$ cat config.mk
export PLATFORM = sky130hd
export DESIGN_NAME = ifmap_fifo
export DESIGN_NICKNAME = d
export VERILOG_FILES = /design/src/rtl/ifmap_fifo.sv
export VERILOG_INCLUDE_DIRS = /design/src /design/src/rtl
export SDC_FILE = /design/constraint.sdc
export NUM_CORES = 1
export LEC_CHECK = 0
export BUFFER_PORTS_ARGS = -buffer_cell sky130_fd_sc_hd__buf_2
export CAP_MARGIN = 0
export CORE_ASPECT_RATIO = 1.25
export CORE_MARGIN = 1.5
export CORE_UTILIZATION = 38
export DETAILED_ROUTE_END_ITERATION = 7
export HOLD_SLACK_MARGIN = 0.03
export PLACE_DENSITY = 0.61
export SLEW_MARGIN = 20
export SYNTH_ARGS = -nofsm -noshare
export SYNTH_HDL_FRONTEND = slang
export SYNTH_SLANG_ARGS = --single-unit
$ cat constraint.sdc
create_clock -name clk -period 4.8 [get_ports clk]
set_input_delay 0 -clock clk [delete_from_list [all_inputs] [get_ports clk]]
set_output_delay 0 -clock clk [all_outputs]
set_load 0.03 [all_outputs]
$ cat src/rtl/ifmap_config.svh
`ifndef IFMAP_CONFIG_SVH
`define IFMAP_CONFIG_SVH

// Word and address widths of the GLB bank
`define IFMAP_DATA_W      32
`define IFMAP_ADDR_W      10
`define IFMAP_GLB_DEPTH   1024

// Ifmap staging FIFO entries
`define IFMAP_FIFO_DEPTH  8

// Flow control on the two external streams
`define IFMAP_PE_CREDITS  4
`define IFMAP_CMD_DEPTH   2

// Task word count width
`define IFMAP_CNT_W       16

`endif

$ cat src/rtl/ifmap_fifo.sv
`timescale 1ns/1ps
`include "ifmap_config.svh"

module ifmap_fifo (
    input  logic                                  clk,
    input  logic                                  rst_n,
    input  logic                                  clr_i,
    input  logic                                  push_i,
    input  logic [`IFMAP_DATA_W-1:0]              push_data_i,
    input  logic                                  pop_i,
    output logic [`IFMAP_DATA_W-1:0]              pop_data_o,
    output logic                                  empty_o,
    output logic [$clog2(`IFMAP_FIFO_DEPTH+1)-1:0] count_o
);

    localparam int DEPTH = `IFMAP_FIFO_DEPTH;
    localparam int PTR_W = $clog2(DEPTH);
    localparam int OCC_W = $clog2(DEPTH + 1);

    logic [`IFMAP_DATA_W-1:0] mem [DEPTH];

    logic [PTR_W-1:0] wr_ptr_q;
    logic [PTR_W-1:0] rd_ptr_q;
    logic [OCC_W-1:0] count_q;
    logic             do_push;
    logic             do_pop;

    assign do_pop  = pop_i && (count_q != '0);
    assign do_push = push_i && ((count_q != OCC_W'(DEPTH)) || do_pop);

    always_ff @(posedge clk) begin
        if (do_push) begin
            mem[wr_ptr_q] <= push_data_i;
        end
    end

    // clr_i restarts the ring at the start of every task
    always_ff @(posedge clk or negedge rst_n) begin
        if (!rst_n) begin
            wr_ptr_q <= '0;
            rd_ptr_q <= '0;
            count_q  <= '0;
        end else if (clr_i) begin
            wr_ptr_q <= '0;
            rd_ptr_q <= '0;
            count_q  <= '0;
        end else begin
            if (do_push) begin
                wr_ptr_q <= (wr_ptr_q == PTR_W'(DEPTH - 1)) ? '0 : wr_ptr_q + 1'b1;
            end
            if (do_pop) begin
                rd_ptr_q <= (rd_ptr_q == PTR_W'(DEPTH - 1)) ? '0 : rd_ptr_q + 1'b1;
            end
            count_q <= count_q + OCC_W'(do_push) - OCC_W'(do_pop);
        end
    end

    // First word falls through
    assign pop_data_o = mem[rd_ptr_q];
    assign empty_o    = (count_q == '0);
    assign count_o    = count_q;

endmodule

==> flow_metrics.py <==
metrics = {
    "run_status": {
        "status": "completed",
    },
    "floorplanning": {
        "dieWidth_um": 151,
        "io_pins": 74,
        "rows": 67,
        "start_util": 0.387,
        "core_area_um2": 26800,
        "dieArea_um2": 28300,
        "die_h_um": 188,
    },
    "cells_and_area": {
        "final_area_um2": 12400,
        "multi_input_area_um2": 2340,
        "ff_latch_area_um2": 7950,
        "final_nets": 638,
        "final_core_util": 0.462,
        "drive_above_1_share": 0.382,
        "fillCellCount": 2229,
        "stdcell_count": 955,
        "n_antenna_cell": 0,
        "area_growth_pct": 19.3,
    },
    "synthesis": {
        "synth_cell_type_count": 37,
        "yosysTopAreaCellShare": 0.740,
        "seq_area_frac_synth": 0.764,
        "synth_seq_cells": 266,
        "synth_common_cells": "edfxtp_1 (256), mux4_2 (64), mux2_2 (32)",
        "netlist_instances": 456,
        "synth.most_common_cell": "edfxtp_1",
        "syn_nets": 503,
        "syn_area_um2": 10400,
        "synthFlopType": "edfxtp_1",
        "netlist.top_cell.by_area": "edfxtp_1",
        "synth_area_per_cell_um2": 22.8,
        "synth_edf_count": 256,
        "async_reset_ff_frac": 0.0376,
        "synth_area_leaders": "edfxtp_1 (74%), mux4_2 (14%), mux2_2 (3.5%)",
        "yosys_warnings": 0,
    },
    "clock_network": {
        "root_buffer": "clkbuf_16",
        "tritoncts": "done",
        "cts_resized": 0,
        "cts.clk_slew.worst_paths_ns": 0.06,
        "post_cts_buffers": 0,
        "cts_made_buffers": 26,
        "cts.sinks": 266,
        "clkLatencyLatePin_ns": 0.53,
        "htree_levels": 1,
        "clock_path_buffers": 3,
    },
    "timing": {
        "setup_tns_ns": 0,
        "timing.final.crit_share": 0.667,
        "setup-violations-final": 0,
        "tightest_slew_ns": 1.08,
        "fmax_mhz": 312,
        "fin_skew_ns": 0.0239,
        "drv_slew": 0,
        "hold_violations": 0,
        "slew_headroom": 0.279,
        "min_period_ns": 3.20,
        "rsz0062_at_grt": "no",
    },
    "worst_setup_path": {
        "crit_type": "reg2out",
        "cp_num_buf_inv": 2,
        "crit_path_end_kind": "primary output",
        "crit_required_ns": 4.80,
        "worstPathArrival_ns": 3.20,
        "worstSetupStartpointType": "flop",
        "path_cells": "buf_4, mux4_2, mux2_2, buf_2",
        "critPathMaxFanout": 34,
        "reg2reg_slack_ns": 2.23,
        "max_stage_delay_ns": 0.89,
        "crit_slowest_cell": "dfrtp_4",
        "cp_top_family": "flip-flops",
    },
    "grt": {
        "grt_pass1_vias": 5421,
        "overflow": 0,
        "grt_first_pass_wirelength_mm": 31.4,
        "grt_max_degree": 67,
        "track_usage": 0.149,
        "antenna_found_initial": 1,
    },
    "place": {
        "io_buffers": 73,
        "dpl-instance-area_um2": 11200,
        "dp_cells": 870,
        "post-dp-hpwl_mm": 11.7,
        "place_congestion": 0.753,
    },
    "pwr": {
        "power_density_nw_per_um2": 482,
        "irDropWorstVdd_mv": 0.210,
        "p_leak_nw": 4.02,
        "power_w": 0.00597,
    },
    "job": {
        "max_cap_violations": 0,
    },
    "drt": {
        "wirelength_mm": 20.6,
        "drt_iter0_drc": 315,
        "drc_errors": 0,
        "avgViaCountPerCell": 5.21,
        "final_antenna_net_count": 0,
        "num_vias": 4980,
        "firstDrtPassIters": 4,
        "wl_per_cell_um": 21.6,
    },
    "min_path": {
        "hp-class": "in2reg",
    },
}
[power by group]
group | internal (W) | switching (W)
logic | 0.000527 | 0.000713
clock network | 0.00105 | 0.000830
registers | 0.00271 | 0.000144
total | 0.00429 | 0.00169
[cell usage in the layout (no fill, tap or decap), types with 2 or more instances in the layout]
cell type / netlist / routed
nor3b_1: 2 / 2
a32oi_1: 2 / 2
dfrtp_4: 0 / 2
a21oi_1: 5 / 5
ha_1: 9 / 9
clkinv_2: 0 / 4
o21ai_0: 3 / 3
nand2_1: 4 / 4
nand2b_1: 5 / 5
nor3_2: 1 / 7
mux2_2: 32 / 32
clkbuf_1: 5 / 2
clkbuf_16: 0 / 26
clkinv_1: 0 / 10
nor2b_1: 6 / 6
nand3_1: 3 / 3
nor2_1: 5 / 5
inv_1: 5 / 5
edfxtp_1: 256 / 256
dfrtp_1: 10 / 7
mux4_2: 64 / 64
buf_2: 8 / 73
nor4_2: 0 / 2
buf_4: 0 / 15
nor4b_1: 2 / 2
dlygate4sd3_1: 0 / 38
[final cells by class]
class | instances | area share
clock inverters | 19 | 0.0104
well taps | 345 | 0.0348
multi-input cells | 165 | 0.189
clock buffers | 28 | 0.0531
inverters | 6 | 0.00182
flip-flops and latches | 266 | 0.641
repair buffers | 126 | 0.0693
[cell families after synthesis]
group | Yosys count | synth area share
fa+ha+maj | 10 | 0.0128
flops | 266 | 0.764
xor+xnor | 1 | 0.000843
mux | 96 | 0.173
compound gates | 17 | 0.0114
simple gates | 41 | 0.0231
buf+inv | 25 | 0.0143
[stage by stage]
stage | hold WS (ns) | setup slack [ns]
5_1_grt | 0.284 | 1.39
3_5_place_dp | -0.123 | 2.06
6_report | 0.278 | 1.60
2_1_floorplan | -0.296 | 0.00276
4_1_cts | 0.238 | 1.49
3_3_place_gp | -0.129 | 2.09
[flip-flops by register name, summed over array words and instances, names as in the netlist]
| name | cells |
|---|---|
| wr_ptr_q | 3 |
| rd_ptr_q | 3 |
| mem | 256 |
| count_o | 4 |
[path summary, 6_finish.rpt]
kind,startpoint,end,depth (start not counted)
setup / recovery,rd_ptr_q[1],pop_data_o[1],4
hold / removal,push_data_i[30],mem[3][30],2
setup reg to reg,count_o[2],mem[3][11],6
hold reg to reg,wr_ptr_q[0],wr_ptr_q[0],1
max in group asynchronous,rst_n,rd_ptr_q[1],3
min in group asynchronous,rst_n,count_o[2],3
[worst register-to-register path: cells and delay by family, from the launching register on]
family	cells	cell delay, ns
fa+ha+maj	1	0.22
buf+inv	2	0.58
flops	1	0.34
simple gates	3	1.05
[metal layers]
metal,GRT usage,vias to the layer above,part of all wire
li1,-,2200,-
met1,0.186,2645,0.42
met2,0.265,100,0.53
met3,0.0231,33,0.036
met4,0.0418,2,0.021
met5,0,-,0.00063
[what timing repair did]
item,4_1_cts,5_1_grt
endpoints found under the setup margin,0,0
hold buffers,38,0
endpoints found under the hold margin,275,0
No activity file was read; power rests on OpenSTA's default activity.
