`src/rtl/ifmap_config.svh`:
```
`ifndef IFMAP_CONFIG_SVH
`define IFMAP_CONFIG_SVH

// Word and address widths of the GLB bank
`define IFMAP_DATA_W      32
`define IFMAP_ADDR_W      10
`define IFMAP_GLB_DEPTH   1024

// Ifmap staging FIFO entries
`define IFMAP_FIFO_DEPTH  8

// Flow control on the two external streams
`define IFMAP_PE_CREDITS  4
`define IFMAP_CMD_DEPTH   2

// Task word count width
`define IFMAP_CNT_W       16

`endif

```
`src/rtl/ifmap_stream_pkg.sv`:
```
`include "ifmap_config.svh"

package ifmap_stream_pkg;

    // Stream task from the L2 controller, count is at least 1
    typedef struct packed {
        logic                      valid;
        logic [`IFMAP_ADDR_W-1:0]  base;
        logic [`IFMAP_CNT_W-1:0]   count;
    } ifmap_task_t;

    // One word toward the PE array
    typedef struct packed {
        logic                      valid;
        logic [`IFMAP_DATA_W-1:0]  data;
        logic                      last;
    } pe_beat_t;

    // Refill/drain controller states
    typedef enum logic [1:0] {
        CTRL_IDLE  = 2'd0,
        CTRL_FILL  = 2'd1,
        CTRL_DRAIN = 2'd2
    } ctrl_state_e;

endpackage

```
`src/rtl/ifmap_pe_sender.sv`:
```
`timescale 1ns/1ps
`include "ifmap_config.svh"

module ifmap_pe_sender (
    input  logic                        clk,
    input  logic                        rst_n,
    input  logic                        pop_i,
    input  logic [`IFMAP_DATA_W-1:0]    pop_data_i,
    input  logic                        pop_last_i,
    output logic                        can_send_o,
    output ifmap_stream_pkg::pe_beat_t  pe_beat_o,
    input  logic                        pe_credit_i
);

    localparam int CRD_W = $clog2(`IFMAP_PE_CREDITS + 1);

    logic [CRD_W-1:0]         credit_q;
    logic                     beat_valid_q;
    logic [`IFMAP_DATA_W-1:0] beat_data_q;
    logic                     beat_last_q;

    // The beat on the wire still owns a credit
    assign can_send_o = credit_q > CRD_W'(beat_valid_q);

    always_ff @(posedge clk or negedge rst_n) begin
        if (!rst_n) begin
            beat_valid_q <= 1'b0;
            credit_q     <= CRD_W'(`IFMAP_PE_CREDITS);
        end else begin
            beat_valid_q <= pop_i;
            credit_q     <= credit_q - CRD_W'(beat_valid_q) + CRD_W'(pe_credit_i);
        end
    end

    always_ff @(posedge clk) begin
        if (pop_i) begin
            beat_data_q <= pop_data_i;
            beat_last_q <= pop_last_i;
        end
    end

    assign pe_beat_o.valid = beat_valid_q;
    assign pe_beat_o.data  = beat_data_q;
    assign pe_beat_o.last  = beat_last_q;

endmodule

```
`config.mk`:
```
export PLATFORM = sky130hd
export DESIGN_NAME = ifmap_pe_sender
export DESIGN_NICKNAME = d
export VERILOG_FILES = /design/src/rtl/ifmap_stream_pkg.sv /design/src/rtl/ifmap_pe_sender.sv
export VERILOG_INCLUDE_DIRS = /design/src /design/src/rtl
export SDC_FILE = /design/constraint.sdc
export NUM_CORES = 1
export LEC_CHECK = 0
export ABC_AREA = 1
export BUFFER_PORTS_ARGS = -buffer_cell sky130_fd_sc_hd__buf_2
export CORE_MARGIN = 10
export CORE_UTILIZATION = 36
export DETAILED_ROUTE_END_ITERATION = 10
export PLACE_DENSITY_LB_ADDON = 0.15
export SYNTH_ARGS = -nofsm -noshare
export SYNTH_HDL_FRONTEND = slang
export SYNTH_SLANG_ARGS = --single-unit
```
`constraint.sdc`:
```
create_clock -name clk -period 2.7 [get_ports clk]
set_input_delay 0.54 -clock clk [delete_from_list [all_inputs] [get_ports clk]]
set_output_delay 0.54 -clock clk [all_outputs]
set_load 0.005 [all_outputs]
```
==> impl_metrics.env <==
export IMPL_synth_edff_count=33
export IMPL_period_needed_ns=1.91
export IMPL_crit_top_cell="nand2_1"
export IMPL_cts_tree="yes"
export IMPL_cp_arrival_ns=1.37
export IMPL_hold_depth=1
export IMPL_drive_gt1_frac=0.581
export IMPL_setup_viol=0
export IMPL_crit_fanout=2
export IMPL_power_per_cell_area_nw_per_um2=712
export IMPL_n_antenna_cell=0
export IMPL_htreeDepth=2
export IMPL_syn_area_um2=1230
export IMPL_post_drt_via_cell_ratio=4.02
export IMPL_hold_class="input pin to flop"
export IMPL_grt_max_degree=35
export IMPL_overflow=0
export IMPL_slew_headroom=0.517
export IMPL_critPathKind="flop to output port"
export IMPL_syn_instance_count=58
export IMPL_skew_ns=0.00148
export IMPL_final_hold_viol_count=0
export IMPL_routedWlPerCell_um=14.6
export IMPL_startpoint="credit_q[2]$_DFF_PN1_"
export IMPL_fmax_mhz=522
export IMPL_status="finished clean"
export IMPL_postSynth_asyncResetShare=0.108
export IMPL_grt_pass1_wl_um=4200
export IMPL_final_setup_worst_slack_ns=0.786
export IMPL_antenna_found_initial=0
export IMPL_pre_cts_ws_ns=1.13
export IMPL_ioPinCount=72
export IMPL_core_area_um2=3340
export IMPL_grt_pass1_vias=895
export IMPL_synth_top_area_frac=0.802
export IMPL_grt_total_usage=0.0882
export IMPL_syn_to_final_growth_pct=37.2
export IMPL_cpMaxStageDelayCell="dfstp_2"
export IMPL_r2r_end="credit_q[2]$_DFF_PN1_"
export IMPL_cts_buffers=5
export IMPL_route_vias_total=732
export IMPL_tightest_slew_ns=0.725
export IMPL_yosysMostFrequentCell="edfxtp_1"
export IMPL_clk_latency_ns=0.32
export IMPL_port_buffers=71
export IMPL_clock_path_buffers=2
export IMPL_slew_viol_final=0
export IMPL_fin_crit_sh=0.709
export IMPL_slowest_delay_ns=0.54
export IMPL_gp_congestion=0.705
export IMPL_worstHoldStart="pop_data_i[5]"
export IMPL_reg2reg_depth=6
export IMPL_route_detailed_drc=0
export IMPL_fin_cells=182
export IMPL_synth_top_area_cell="edfxtp_1"
export IMPL_synthFlopType="edfxtp_1"
export IMPL_synthTopCellsByArea="edfxtp_1 (80%), dfrtp_1 (6.1%), ha_1 (4.1%), inv_1 (2.4%), dfstp_2 (2.1%)"
export IMPL_maxCapViolations=0
export IMPL_r2r_start="beat_valid_q$_DFF_PN0_"
export IMPL_path_cells="inv_1, ha_1, nand2_1, nand2_1, nand2_1, inv_1, buf_2"
export IMPL_die_w_um=78.6
export IMPL_root_buffer="clkbuf_4"
export IMPL_start_util=0.370
export IMPL_synth_commonest_cells="edfxtp_1 (33), inv_1 (8), ha_1 (4), nand2_1 (4), dfrtp_1 (3)"
export IMPL_final_nets=177
export IMPL_ys_ff_latch=37
export IMPL_synth_warnings=0
export IMPL_peakVddDrop_mv=0.297
export IMPL_postCtsSetupBuffers=0
export IMPL_die_h_um=78.6
export IMPL_p_leak_nw=0.774
export IMPL_dp_cells=173
export IMPL_synth_yosys_seq_area_share=0.884
export IMPL_required_ns=2.16
export IMPL_ff2ff_setup_slack_ns=1.15
export IMPL_postCtsHoldBufs=1
export IMPL_hold_path_endpoint="beat_data_q[5]$_DFFE_PP_"
export IMPL_setup_tns_ns=0
export IMPL_syn_num_nets=100
export IMPL_ant_nets=0
export IMPL_grt_setup_unrepaired="false"
export IMPL_firstDrtPassIters=2
export IMPL_rows=21
export IMPL_endpoint_kind="output port"
export IMPL_post_dp_hpwl_um=2100
export IMPL_die_area_um2=6170
export IMPL_syn_avg_cell_area_um2=21.3
export IMPL_synth_cell_type_count=10
export IMPL_cts_resized=0
export IMPL_critPathLaunchType="flop"
export IMPL_clkTransAtPathRegs_ns=0.10
export IMPL_drt_iter0_markers=42
export IMPL_clock_sinks=37
export IMPL_wl_um=2650
per-stage QoR:
| stage | util | total power, W | instance area, um2 | hold WS, ns |
|---|---|---|---|---|
| finish | 0.508 | 0.00121 | 1690 | 0.383 |
| global route | 0.508 | 0.00130 | 1690 | 0.337 |
| CTS | 0.508 | 0.00123 | 1690 | 0.357 |
| detailed placement | 0.489 | 0.000959 | 1630 | 0.353 |
| global placement | 0.489 | 0.000948 | 1630 | 0.346 |
| floorplan | - | 0.000850 | 1230 | 0.244 |
registers in the layout, indices dropped and copies added (netlist names):
signal	count
beat_data_q	32
beat_last_q	1
beat_valid_q	1
credit_q	3
critical path: cells and delay by family (launching register included):
family / cells / cell delay [ns]
flops: 1 / 0.54
buf+inv: 3 / 0.19
fa+ha+maj: 1 / 0.17
simple gates: 3 / 0.15
power breakdown:
group          total (W)  internal (W)  switching [W]
registers       0.000722      0.000701      0.0000215
logic           0.000222      0.000107       0.000115
clock network   0.000262     0.0000992       0.000163
kinds of logic after synthesis:
family / Yosys count / synth area share
AND/OR/NAND/NOR: 5 / 0.0152
flip-flops: 37 / 0.885
adder cells (fa/ha/maj): 5 / 0.0567
XOR/XNOR: 1 / 0.00709
buffers and inverters: 10 / 0.0365
per-layer routing:
| layer | track usage | share of wire |
|---|---|---|
| met1 | 0.0866 | 0.39 |
| met2 | 0.135 | 0.47 |
| met3 | 0.0740 | 0.13 |
| met4 | 0.0323 | 0.0060 |
| met5 | 0 | 0 |
worst max-delay path by stage:
stage                            end  slack (ns)  cells past startpoint
6_report                  can_send_o        0.79                      7
5_1_grt                   can_send_o        0.65                      7
4_1_cts                   can_send_o        0.75                      7
3_5_place_dp              can_send_o        1.13                      7
3_3_place_gp              can_send_o        1.16                      7
2_1_floorplan  credit_q[1]$_DFF_PN0_        1.24                      6
cells in the final DEF (no fill, tap or decap):
| cell | instances |
|---|---|
| ha_1 | 4 |
| nor2_1 | 1 |
| fa_1 | 1 |
| buf_2 | 71 |
| clkbuf_1 | 1 |
| nand2_1 | 4 |
| xor2_1 | 1 |
| edfxtp_1 | 33 |
| clkbuf_4 | 5 |
| dfstp_2 | 1 |
| dlygate4sd3_1 | 1 |
| dfrtp_1 | 3 |
| inv_1 | 8 |
| clkinv_2 | 2 |
final cells by class:
type | count | area [um2]
Tap cell | 46 | 57.6
Fill cell | 287 | 1640
Inverter | 8 | 30.0
Sequential cell | 37 | 1090
Timing Repair Buffer | 72 | 365
Clock buffer | 6 | 41.3
Clock inverter | 2 | 10.0
Multi-Input combinational cell | 11 | 97.6
Note: power is estimated with default switching activity, not from simulation.
