**src/rtl/ifmap_config.svh**
```systemverilog
`ifndef IFMAP_CONFIG_SVH
`define IFMAP_CONFIG_SVH

// Word and address widths of the GLB bank
`define IFMAP_DATA_W      32
`define IFMAP_ADDR_W      10
`define IFMAP_GLB_DEPTH   1024

// Ifmap staging FIFO entries
`define IFMAP_FIFO_DEPTH  8

// Flow control on the two external streams
`define IFMAP_PE_CREDITS  4
`define IFMAP_CMD_DEPTH   2

// Task word count width
`define IFMAP_CNT_W       16

`endif

```
**src/rtl/ifmap_stream_pkg.sv**
```systemverilog
`include "ifmap_config.svh"

package ifmap_stream_pkg;

    // Stream task from the L2 controller, count is at least 1
    typedef struct packed {
        logic                      valid;
        logic [`IFMAP_ADDR_W-1:0]  base;
        logic [`IFMAP_CNT_W-1:0]   count;
    } ifmap_task_t;

    // One word toward the PE array
    typedef struct packed {
        logic                      valid;
        logic [`IFMAP_DATA_W-1:0]  data;
        logic                      last;
    } pe_beat_t;

    // Refill/drain controller states
    typedef enum logic [1:0] {
        CTRL_IDLE  = 2'd0,
        CTRL_FILL  = 2'd1,
        CTRL_DRAIN = 2'd2
    } ctrl_state_e;

endpackage

```
**src/rtl/ifmap_task_intake.sv**
```systemverilog
`timescale 1ns/1ps
`include "ifmap_config.svh"

module ifmap_task_intake (
    input  logic                           clk,
    input  logic                           rst_n,
    input  ifmap_stream_pkg::ifmap_task_t  cmd_i,
    input  logic                           task_take_i,
    output ifmap_stream_pkg::ifmap_task_t  task_o,
    output logic                           cmd_credit_o
);

    localparam int DEPTH = `IFMAP_CMD_DEPTH;
    localparam int PTR_W = (DEPTH > 1) ? $clog2(DEPTH) : 1;
    localparam int OCC_W = $clog2(DEPTH + 1);

    ifmap_stream_pkg::ifmap_task_t q_mem [DEPTH];

    logic [PTR_W-1:0] wr_ptr_q;
    logic [PTR_W-1:0] rd_ptr_q;
    logic [OCC_W-1:0] occ_q;
    logic             enq;
    logic             deq;

    // Upstream only sends while holding a credit, so no full check
    assign enq = cmd_i.valid;
    assign deq = task_take_i && (occ_q != '0);

    always_ff @(posedge clk) begin
        if (enq) begin
            q_mem[wr_ptr_q] <= cmd_i;
        end
    end

    always_ff @(posedge clk or negedge rst_n) begin
        if (!rst_n) begin
            wr_ptr_q <= '0;
            rd_ptr_q <= '0;
            occ_q    <= '0;
        end else begin
            if (enq) begin
                wr_ptr_q <= (wr_ptr_q == PTR_W'(DEPTH - 1)) ? '0 : wr_ptr_q + 1'b1;
            end
            if (deq) begin
                rd_ptr_q <= (rd_ptr_q == PTR_W'(DEPTH - 1)) ? '0 : rd_ptr_q + 1'b1;
            end
            occ_q <= occ_q + OCC_W'(enq) - OCC_W'(deq);
        end
    end

    // Head entry, valid whenever the queue holds something
    assign task_o.valid = (occ_q != '0);
    assign task_o.base  = q_mem[rd_ptr_q].base;
    assign task_o.count = q_mem[rd_ptr_q].count;

    // One credit back per dequeued entry
    assign cmd_credit_o = deq;

endmodule

```
**config.mk**
```make
export PLATFORM = sky130hd
export DESIGN_NAME = ifmap_task_intake
export DESIGN_NICKNAME = d
export VERILOG_FILES = /design/src/rtl/ifmap_stream_pkg.sv /design/src/rtl/ifmap_task_intake.sv
export VERILOG_INCLUDE_DIRS = /design/src /design/src/rtl
export SDC_FILE = /design/constraint.sdc
export NUM_CORES = 1
export LEC_CHECK = 0
export ABC_AREA = 1
export ABC_CLOCK_PERIOD_IN_PS = 4500
export BUFFER_PORTS_ARGS = -buffer_cell sky130_fd_sc_hd__buf_2
export CORE_AREA = 2 2 71 73
export CTS_BUF_LIST = sky130_fd_sc_hd__clkbuf_4 sky130_fd_sc_hd__clkbuf_8
export DETAILED_ROUTE_END_ITERATION = 8
export DIE_AREA = 0 0 73 75
export MAX_ROUTING_LAYER = met4
export PLACE_DENSITY_LB_ADDON = 0.08
export SLEW_MARGIN = 40
export SYNTH_ARGS = -nofsm -noshare
export SYNTH_HDL_FRONTEND = slang
export SYNTH_SLANG_ARGS = --single-unit
```
**constraint.sdc**
```tcl
create_clock -name clk -period 4.5 [get_ports clk]
set_input_delay 1.125 -clock clk [delete_from_list [all_inputs] [get_ports clk]]
set_output_delay 1.125 -clock clk [all_outputs]
set_load 0.1 [all_outputs]
```
==> parameters.txt, run 1 <==
Parameter                              Value

CTS
  Root Driver ... sky130_fd_sc_hd__clkbuf_8
  Post-cts gate resize count ... 0
  Reg clk slew, reported paths ... 90 ps
  Clock tree from TritonCTS ... yes
  H-tree levels ... 2
  Largest buffer count on any clock path ... 2
  Post-CTS setup repair buffer count ... 0
  Count of hold-fix buffers inserted at cts ... 0
  Clock Sinks ... 56
  Worst skew pair latency ... 300 ps
  TritonCTS Buffers ... 5

Global route
  GRT Total Usage ... 0.154
  Wire length of the first global-routing pass ... 5940 µm
  Grt total ovfl ... 0
  Number of global-route vias before repair ... 1311
  Pin count of the biggest net entering global routing ... 29
  Initial antenna violation count ... 0

Finish
  Commonest cells after routing, fill and taps aside ... 83 x sky130_fd_sc_hd__nand2_1, 57 x sky130_fd_sc_hd__buf_2, 52 x sky130_fd_sc_hd__edfxtp_1, 7 x sky130_fd_sc_hd__inv_1
  Area overhead of the layout relative to synthesis ... 18.6%
  Multi-input combinational cell area ... approximately 390 µm²
  Diodes inserted ... 0
  Share of cells above drive strength 1 ... 0.333
  Most common cell after layout, fill and taps aside ... sky130_fd_sc_hd__nand2_1
  Final net count ... 256
  Flip-flop and latch area ... 1660 µm²
  Fill cell count ... 400

Die
  Total Die Area ... 5480 µm²
  Die Span Y ... between 70 and 80 µm
  Area of the core region ... 4660 µm²
  Starting density of the core ... 0.461
  Chip Width ... 73 µm
  Standard-cell rows ... 25
  Number of top-level pins ... 58

Synth
  Yosys Warn Count ... 0
  Share of the yosys chip area belonging to registers ... 0.773
  Cells after Synth ... 164
  Synth Net Count ... 196
  Syn avg cell area ... 13.1 µm²
  Number of unique standard cell types used by synthesis ... 13
  Flops & latches, synth ... 56
  Summed instance area of the synthesized netlist ... 2150 µm²

Timing
  Relative slew margins ... 0.593
  Sum Neg Setup Slack ... 0 ps
  Upper clock frequency limit ... ~0.34 GHz
  Unrepaired setup endpoints after global routing ... no
  Clock Skews ... 6.03 ps
  Total count of hold-check failures in the final report ... 0
  Slew Viols, Final ... 0
  Final period util ... 0.651
  Worst slew pin tran ... 610 ps
  Total setup violations reported at the end of the flow ... 0
  Time the final worst path needs with I/O delays and setup ... 2930 ps

Routing
  Routed wire length per instance ... 13.4 µm
  Routed Wire Length ... 3730 µm
  DR vias ... 1321
  Antenna Nets Post-Route ... 0
  Number of DRC markers in iteration 0 ... 96
  Detail-routed via count per cell ... 4.73
  First-pass detailed-route iteration total ... 4
  DRC errors left ... 0

Placement
  Count of input and output buffers ... 57
  RePlAce Congestion ... 0.683
  Half-perimeter wire length after placement ... roughly 2400 µm

Worst setup path
  CP max stage cell ... sky130_fd_sc_hd__dfrtp_2
  CP Class ... flip-flop to output port
  Worst EP required ... ~3400 ps
  Critical path endpoint category ... output port
  Critical-path cell list ... inv_8 -> nand2_1 -> nand2_1 -> buf_2
  Delay of the slowest critical-path stage ... 650 ps
  Critical path's most frequent cell ... sky130_fd_sc_hd__nand2_1
  Arrival time at the worst endpoint ... 1810 ps
  Slack of the worst reg-to-reg path ... 3070 ps
  Delay-heaviest family, CP ... buffers and inverters
  Largest driver fanout on the critical path ... 28
  Worst Path Buf+Inv ... 2
  CP Launch Type ... flip-flop

Status
  Run status ... completed

Run
  Number of max-capacitance violations reported ... 0

Worst hold path
  Worst min path class ... flip-flop to flip-flop
==> area by class of cell <==
class | count | share of cell area
Clock buffer | 8 | 0.0358
Inverter | 9 | 0.0162
Multi-Input combinational cell | 94 | 0.154
Sequential cell | 56 | 0.652
Tap cell | 54 | 0.0265
Timing Repair Buffer | 58 | 0.115
==> cell usage after synthesis <==
| cell type | n | area, µm² |
|---|---|---|
| sky130_fd_sc_hd__buf_4 | 1 | 7.51 |
| sky130_fd_sc_hd__buf_6 | 3 | 33.8 |
| sky130_fd_sc_hd__buf_8 | 1 | 15.0 |
| sky130_fd_sc_hd__dfrtp_1 | 4 | 100 |
| sky130_fd_sc_hd__edfxtp_1 | 52 | 1560 |
| sky130_fd_sc_hd__ha_1 | 2 | 25.0 |
| sky130_fd_sc_hd__inv_1 | 8 | 30.0 |
| sky130_fd_sc_hd__inv_8 | 1 | 11.3 |
| sky130_fd_sc_hd__nand2_1 | 83 | 312 |
| sky130_fd_sc_hd__nand2_2 | 5 | 31.3 |
| sky130_fd_sc_hd__nand3_1 | 2 | 10.0 |
| sky130_fd_sc_hd__nor2_1 | 1 | 3.75 |
| sky130_fd_sc_hd__xor2_1 | 1 | 8.76 |
==> registers in the layout (all words and copies together), names as in the netlist <==
register,flops
q_mem,52
rd_ptr_q,1
occ_q,2
wr_ptr_q,1
==> worst paths after layout <==
| check | end | depth (start not counted) | start |
|---|---|---|---|
| setup reg to reg | occ_q[1] | 10 | occ_q[1] |
| hold reg to reg | wr_ptr_q | 1 | wr_ptr_q |
| max in group asynchronous | rd_ptr_q | 1 | rst_n |
| min in group asynchronous | occ_q[0] | 1 | rst_n |
| hold / removal | wr_ptr_q | 1 | wr_ptr_q |
| setup / recovery | task_o[2] | 4 | rd_ptr_q |
==> worst register-to-register path, cell delays in order, from the launching register on <==
cell and delay (ps):
sky130_fd_sc_hd__dfrtp_1 390, sky130_fd_sc_hd__inv_1 70, sky130_fd_sc_hd__nand2_1 80, sky130_fd_sc_hd__nand2_1 80
sky130_fd_sc_hd__inv_1 60, sky130_fd_sc_hd__ha_1 290, sky130_fd_sc_hd__inv_1 50, sky130_fd_sc_hd__ha_1 150
sky130_fd_sc_hd__inv_1 50, sky130_fd_sc_hd__nand2_1 60, sky130_fd_sc_hd__nand2_1 40
==> cells by family (layout without fill, tap and decap cells) <==
family / Yosys count / count (layout) / share of synthesized area
XOR/XNOR: 1 / 1 / 0.00408
adder cells (fa/ha/maj): 2 / 2 / 0.0116
buffers and inverters: 14 / 75 / 0.0454
flip-flops: 56 / 56 / 0.773
AND/OR/NAND/NOR: 91 / 91 / 0.166
==> through the flow <==
stage	instance area, µm²	utilization	instances	hold slack (ps)	setup slack [ps]
2_1_floorplan	2150	-	164	461	1530
3_3_place_gp	2460	0.527	271	495	1610
3_5_place_dp	2460	0.527	271	498	1590
4_1_cts	2550	0.547	279	517	1530
5_1_grt	2550	0.547	279	544	1450
6_report	2550	0.547	279	519	1570
==> layer usage <==
layer  vias up  global-route usage  share of wire  routed length, µm
met4         0              0.0741          0.019                 70
met3         8              0.0388          0.060                223
met2        43               0.252           0.50               1870
met1       609               0.179           0.42               1570
li1        661                   -              -                  -
met5         -                   -              0                  0
Power of run 1 is left out: the tool's default activity adds up to more than one toggle a clock period on the data nets, which glitch-free logic cannot reach.
==> inputs of run 2 (changes only) <==
Settings changed: ABC_CLOCK_PERIOD_IN_PS 4500 to 2700.
Clock period 4.5 ns to 2.7 ns, I/O delays scaled along.
==> parameters.txt, run 2 (same netlist as run 1, synthesis figures left out) <==
Parameter                              Value

Global route
  Wire length of the first global-routing pass ... between 5000 and 6000 µm
  GRT Total Usage ... 0.151
  Grt total ovfl ... 0
  Initial antenna violation count ... 0
  Pin count of the biggest net entering global routing ... 28
  Number of global-route vias before repair ... 1354

CTS
  Root Driver ... sky130_fd_sc_hd__clkbuf_8
  Post-cts gate resize count ... 0
  Clock Sinks ... 56
  TritonCTS Buffers ... 5
  Largest buffer count on any clock path ... 2
  Count of hold-fix buffers inserted at cts ... 0
  H-tree levels ... 2
  Worst skew pair latency ... ~290 ps
  Clock tree from TritonCTS ... yes
  Post-CTS setup repair buffer count ... 0
  Reg clk slew, reported paths ... ~90 ps

Worst setup path
  Slack of the worst reg-to-reg path ... 1230 ps
  Launching instance or port of the critical path ... rd_ptr_q
  Endpoint of the most critical register-to-register path ... q_mem[1][14]
  Capture point of the worst path ... task_o[4]
  Critical path endpoint category ... output port
  CP Class ... flip-flop to output port
  Worst EP required ... 2030 ps
  Largest driver fanout on the critical path ... 12
  Arrival time at the worst endpoint ... 1580 ps
  CP Launch Type ... flip-flop
  R2R depth ... 3
  Startpoint of the most critical register-to-register path ... wr_ptr_q

Timing
  Relative slew margins ... 0.669
  Slew Viols, Final ... 0
  Unrepaired setup endpoints after global routing ... no
  Total count of hold-check failures in the final report ... 0
  Time the final worst path needs with I/O delays and setup ... about 2300 ps
  Worst slew pin tran ... just under 500 ps
  Sum Neg Setup Slack ... 0 ps
  Clock Skews ... 3.85 ps
  Final period util ... 0.834
  Upper clock frequency limit ... 0.444 GHz
  Total setup violations reported at the end of the flow ... 0

Finish
  Final net count ... 260
  Area overhead of the layout relative to synthesis ... 34.2%
  Most common cell after layout, fill and taps aside ... sky130_fd_sc_hd__nand2_1
  Commonest cells after routing, fill and taps aside ... 83 x sky130_fd_sc_hd__nand2_1, 52 x sky130_fd_sc_hd__edfxtp_1, 36 x sky130_fd_sc_hd__buf_2, 21 x sky130_fd_sc_hd__buf_12, 8 x sky130_fd_sc_hd__inv_1
  Number of flip-flops in the largest register ... 52
  Share of cells above drive strength 1 ... 0.332
  Diodes inserted ... 0
  Design area ... 2880 µm²
  Register containing the most flip-flops in the final layout ... q_mem
  Top flop regs ... q_mem (52), occ_q (2)

Worst hold path
  Worst min path class ... input port to asynchronous set/reset pin

Die
  Die Span Y ... 75 µm
  Total Die Area ... 5480 µm²
  Number of top-level pins ... 58
  Area of the core region ... 4660 µm²
  Starting density of the core ... 0.461
  Chip Width ... 73 µm
  Standard-cell rows ... 25

Placement
  Half-perimeter wire length after placement ... between 2000 and 3000 µm
  RePlAce Congestion ... roughly 0.72
  Count of input and output buffers ... 57
  Instance area after placement ... around 2800 µm²

Routing
  Antenna Nets Post-Route ... 0
  Routed Wire Length ... 3610 µm
  Routed wire length per instance ... 12.8 µm
  DR vias ... between 1000 and 1500
  Number of DRC markers in iteration 0 ... 119
  DRC errors left ... 0
  Detail-routed via count per cell ... 4.62
  First-pass detailed-route iteration total ... 4

Status
  Run status ... completed

Run
  Number of max-capacitance violations reported ... 0
## run 2: worst max-delay path: stages, from the launching register on
cell and delay, ps:
sky130_fd_sc_hd__dfrtp_1 500, sky130_fd_sc_hd__buf_4 240, sky130_fd_sc_hd__nand2_1 70, sky130_fd_sc_hd__nand2_1 60
sky130_fd_sc_hd__buf_2 410
## run 2: final cells by class
| type | count | area, µm² |
|---|---|---|
| Inverter | 9 | 41.3 |
| Timing Repair Buffer | 62 | 638 |
| Multi-Input combinational cell | 94 | 393 |
| Clock buffer | 5 | 68.8 |
| Tap cell | 54 | 67.6 |
| Fill cell | 350 | 1780 |
| Sequential cell | 56 | 1660 |
| Clock inverter | 3 | 13.8 |
## run 2: through the flow
step / utilization / setup slack [ps] / hold slack [ps] / std cells
2_1_floorplan: - / 69.7 / 379 / 164
3_3_place_gp: 0.601 / 697 / 484 / 275
3_5_place_dp: 0.601 / 686 / 489 / 275
4_1_cts: 0.619 / 420 / 158 / 283
5_1_grt: 0.619 / 339 / 156 / 283
6_report: 0.619 / 447 / 167 / 283
## run 2: worst min path at each step
| stage | startpoint | end | slack [ps] | cells after the start |
|---|---|---|---|---|
| after floorplan | rst_n | occ_q[0] | 380 | 0 |
| final | rst_n | occ_q[1] | 170 | 1 |
| after global routing | rst_n | occ_q[0] | 160 | 1 |
| after global placement | rst_n | occ_q[0] | 480 | 1 |
| after detailed placement | rst_n | occ_q[1] | 490 | 1 |
| after CTS | rst_n | occ_q[1] | 160 | 1 |
## run 2: per-layer routing
metal	GRT usage	vias up	routed length, µm
li1	-	665	-
met1	0.182	599	1520
met2	0.254	39	1890
met3	0.0442	5	180
met4	0.0309	0	28
met5	-	-	0
Power of run 2 is left out for the same reason.
==> inputs of run 3 (changes only) <==
Settings changed: ABC_AREA 1 to 0, ABC_CLOCK_PERIOD_IN_PS 2700 to 2000.
Clock period 2.7 ns to 2 ns, I/O delays scaled along.
==> parameters.txt, run 3 <==
Parameter                              Value

Status
  Run status ... completed

Worst hold path
  Worst min-delay path endpoint ... q_mem[1][25]
  Instance count along the most critical hold path ... 1
  Worst Hold Launch ... cmd_i[25]
  Worst min path class ... input port to flip-flop

Timing
  Total setup violations reported at the end of the flow ... 0
  Worst slew pin tran ... 489 ps
  Total count of hold-check failures in the final report ... 0
  Unrepaired setup endpoints after global routing ... yes
  Final period util ... 0.965
  Sum Neg Setup Slack ... 0 ps
  Relative slew margins ... 0.676
  Tightest hold margin ... 383 ps
  Slew Viols, Final ... 0
  Upper clock frequency limit ... around 0.52 GHz
  Time the final worst path needs with I/O delays and setup ... 1930 ps
  Clock Skews ... about 8.4 ps

CTS
  TritonCTS Buffers ... 5
  Largest buffer count on any clock path ... 2
  H-tree levels ... 2
  Clock Sinks ... between 50 and 60
  Clock tree from TritonCTS ... yes
  Worst skew pair latency ... about 300 ps
  Root Driver ... sky130_fd_sc_hd__clkbuf_8
  Reg clk slew, reported paths ... 90 ps
  Post-CTS setup repair buffer count ... 0

Global route
  Grt total ovfl ... 0
  Wire length of the first global-routing pass ... 5440 µm
  Met3 track demand over resource ... 0.0509
  Pin count of the biggest net entering global routing ... 18
  Met2 Track Usage GR ... 0.228
  GRT busiest layer ... met2
  Initial antenna violation count ... 0
  Number of global-route vias before repair ... approximately 1100
  Met1 capacity usage during global routing ... 0.166
  GRT Total Usage ... 0.141

Routing
  Routed wire length per instance ... 15.4 µm
  DRC errors left ... 0
  Detail-routed via count per cell ... 4.91
  DR vias ... 1080
  First-pass detailed-route iteration total ... 4
  Routed Wire Length ... roughly 3400 µm
  Number of DRC markers in iteration 0 ... 26
  Antenna Nets Post-Route ... 0

Finish
  Share of cells above drive strength 1 ... 0.602
  Diodes inserted ... 0
  Most common cell after layout, fill and taps aside ... sky130_fd_sc_hd__edfxtp_1
  Final net count ... 197
  Top flop regs ... q_mem (52), occ_q (2)
  Fill cell count ... around 320
  Multi-input combinational cell area ... 454 µm²
  Fraction of the core area covered by cells at the end of the flow ... 0.652
  Register containing the most flip-flops in the final layout ... q_mem
  Number of flip-flops in the largest register ... 52
  Commonest cells after routing, fill and taps aside ... 52 x sky130_fd_sc_hd__edfxtp_1, 31 x sky130_fd_sc_hd__buf_2, 26 x sky130_fd_sc_hd__buf_12, 19 x sky130_fd_sc_hd__mux2_4, 7 x sky130_fd_sc_hd__mux2_2
  Area overhead of the layout relative to synthesis ... 39.9%
  Flip-flop and latch area ... 1660 µm²

Die
  Total Die Area ... about 5500 µm²
  Chip Width ... 73 µm
  Number of top-level pins ... 58
  Area of the core region ... 4660 µm²
  Standard-cell rows ... 25
  Starting density of the core ... 0.466
  Die Span Y ... 75 µm

Synth
  Syn avg cell area ... around 22 µm²
  Synth top cells by count ... 52 x sky130_fd_sc_hd__edfxtp_1, 19 x sky130_fd_sc_hd__mux2_4, 7 x sky130_fd_sc_hd__mux2_2
  Flops & latches, synth ... 56
  Share of the yosys chip area belonging to registers ... 0.765
  Area leader, netlist ... sky130_fd_sc_hd__edfxtp_1
  Count of flip-flops with a built-in enable after synthesis ... 52
  Top area cells in the synthesized netlist ... sky130_fd_sc_hd__edfxtp_1 72%, sky130_fd_sc_hd__mux2_4 13%, sky130_fd_sc_hd__dfrtp_1 4.6%, sky130_fd_sc_hd__mux2_2 3.6%, sky130_fd_sc_hd__buf_12 1.8%
  Area share of the leading cell type in the synthesized netlist ... 0.719
  Synth Net Count ... 129
  Cells after Synth ... between 90 and 100
  Summed instance area of the synthesized netlist ... 2170 µm²
  Dominant synthesized flop cell ... sky130_fd_sc_hd__edfxtp_1
  Most common cell in the synthesized netlist ... sky130_fd_sc_hd__edfxtp_1
  Number of unique standard cell types used by synthesis ... 14
  FFs w/ async S/R, synth ... 0.0714
  Yosys Warn Count ... 0

Placement
  Half-perimeter wire length after placement ... 2470 µm
  RePlAce Congestion ... between 0.7 and 0.8
  Count of input and output buffers ... 57

Worst setup path
  Endpoint of the most critical register-to-register path ... occ_q[1]
  Critical-path cell list ... buf_6 -> mux2_4 -> buf_12
  CP max stage cell ... sky130_fd_sc_hd__dfrtp_1
  Startpoint of the most critical register-to-register path ... occ_q[0]
  Arrival time at the worst endpoint ... 1430 ps
  Worst EP required ... 1500 ps
  CP Class ... flip-flop to output port
  Slack of the worst reg-to-reg path ... about 440 ps
  R2R depth ... 6
  CP Launch Type ... flip-flop
  Largest driver fanout on the critical path ... 17
  Critical path endpoint category ... output port
  Delay of the slowest critical-path stage ... between 300 and 400 ps

Run
  Number of max-capacitance violations reported ... 0
[run 3: cell types whose count changed in the layout (fill, tap and decap cells not counted), sizes merged, moves of 2 or more]
cell	delta
nand2	-88
xnor2	+2
clkinv	-2
inv	-7
mux2	+26
nand3	-2
[run 3: kinds of logic (layout without fill, tap and decap cells)]
group	after synthesis	after routing	synth area share
flip-flops	56	56	0.765
buffers and inverters	5	74	0.0271
AO/OA/AOI/OAI	1	1	0.00346
XOR/XNOR	4	4	0.0161
multiplexers	26	26	0.168
AND/OR/NAND/NOR	3	3	0.00865
adder cells (fa/ha/maj)	2	2	0.0115
[run 3: area by class of cell]
cell class / count / area share
clock buffers: 6 / 0.0251
clock inverters: 2 / 0.0115
inverters: 2 / 0.00247
multi-input cells: 36 / 0.150
flip-flops and latches: 56 / 0.547
well taps: 54 / 0.0222
repair buffers: 64 / 0.242
[run 3: metal layers]
layer,up-vias,wire (µm)
met2,33,1760
met5,-,0
met3,4,186
met1,537,1390
li1,506,-
met4,0,43
[run 3: worst max path at each step]
stage | from | depth (start not counted) | slack, ps | to
after floorplan | task_take_i | 6 | 180 | occ_q[1]
after global placement | rd_ptr_q | 3 | 320 | task_o[12]
after detailed placement | rd_ptr_q | 3 | 320 | task_o[12]
after CTS | rd_ptr_q | 3 | 50 | task_o[12]
after global routing | rd_ptr_q | 3 | -10 | task_o[21]
final | rd_ptr_q | 3 | 70 | task_o[12]
[run 3: timing repair]
action | in CTS | in global routing
hold buffers | 1 | 0
endpoints found under the setup margin | 16 | 12
hold endpoints to repair | 4 | 0
resized for setup | 1 | 0
[run 3: worst max-delay path, delay by kind of cell, from the launching register on]
kind / cells / cell delay, ps
flip-flops: 1 / 360
multiplexers: 1 / 350
buffers and inverters: 2 / 420
[run 3: metrics by stage]
step / cells / instance area, µm² / worst slack (ps)
6_report: 220 / 3040 / 70.5
5_1_grt: 220 / 3040 / -11.8
4_1_cts: 220 / 3040 / 45.1
3_5_place_dp: 211 / 2910 / 321
3_3_place_gp: 211 / 2910 / 321
2_1_floorplan: 97 / 2170 / 176
Power of run 3 is left out for the same reason.
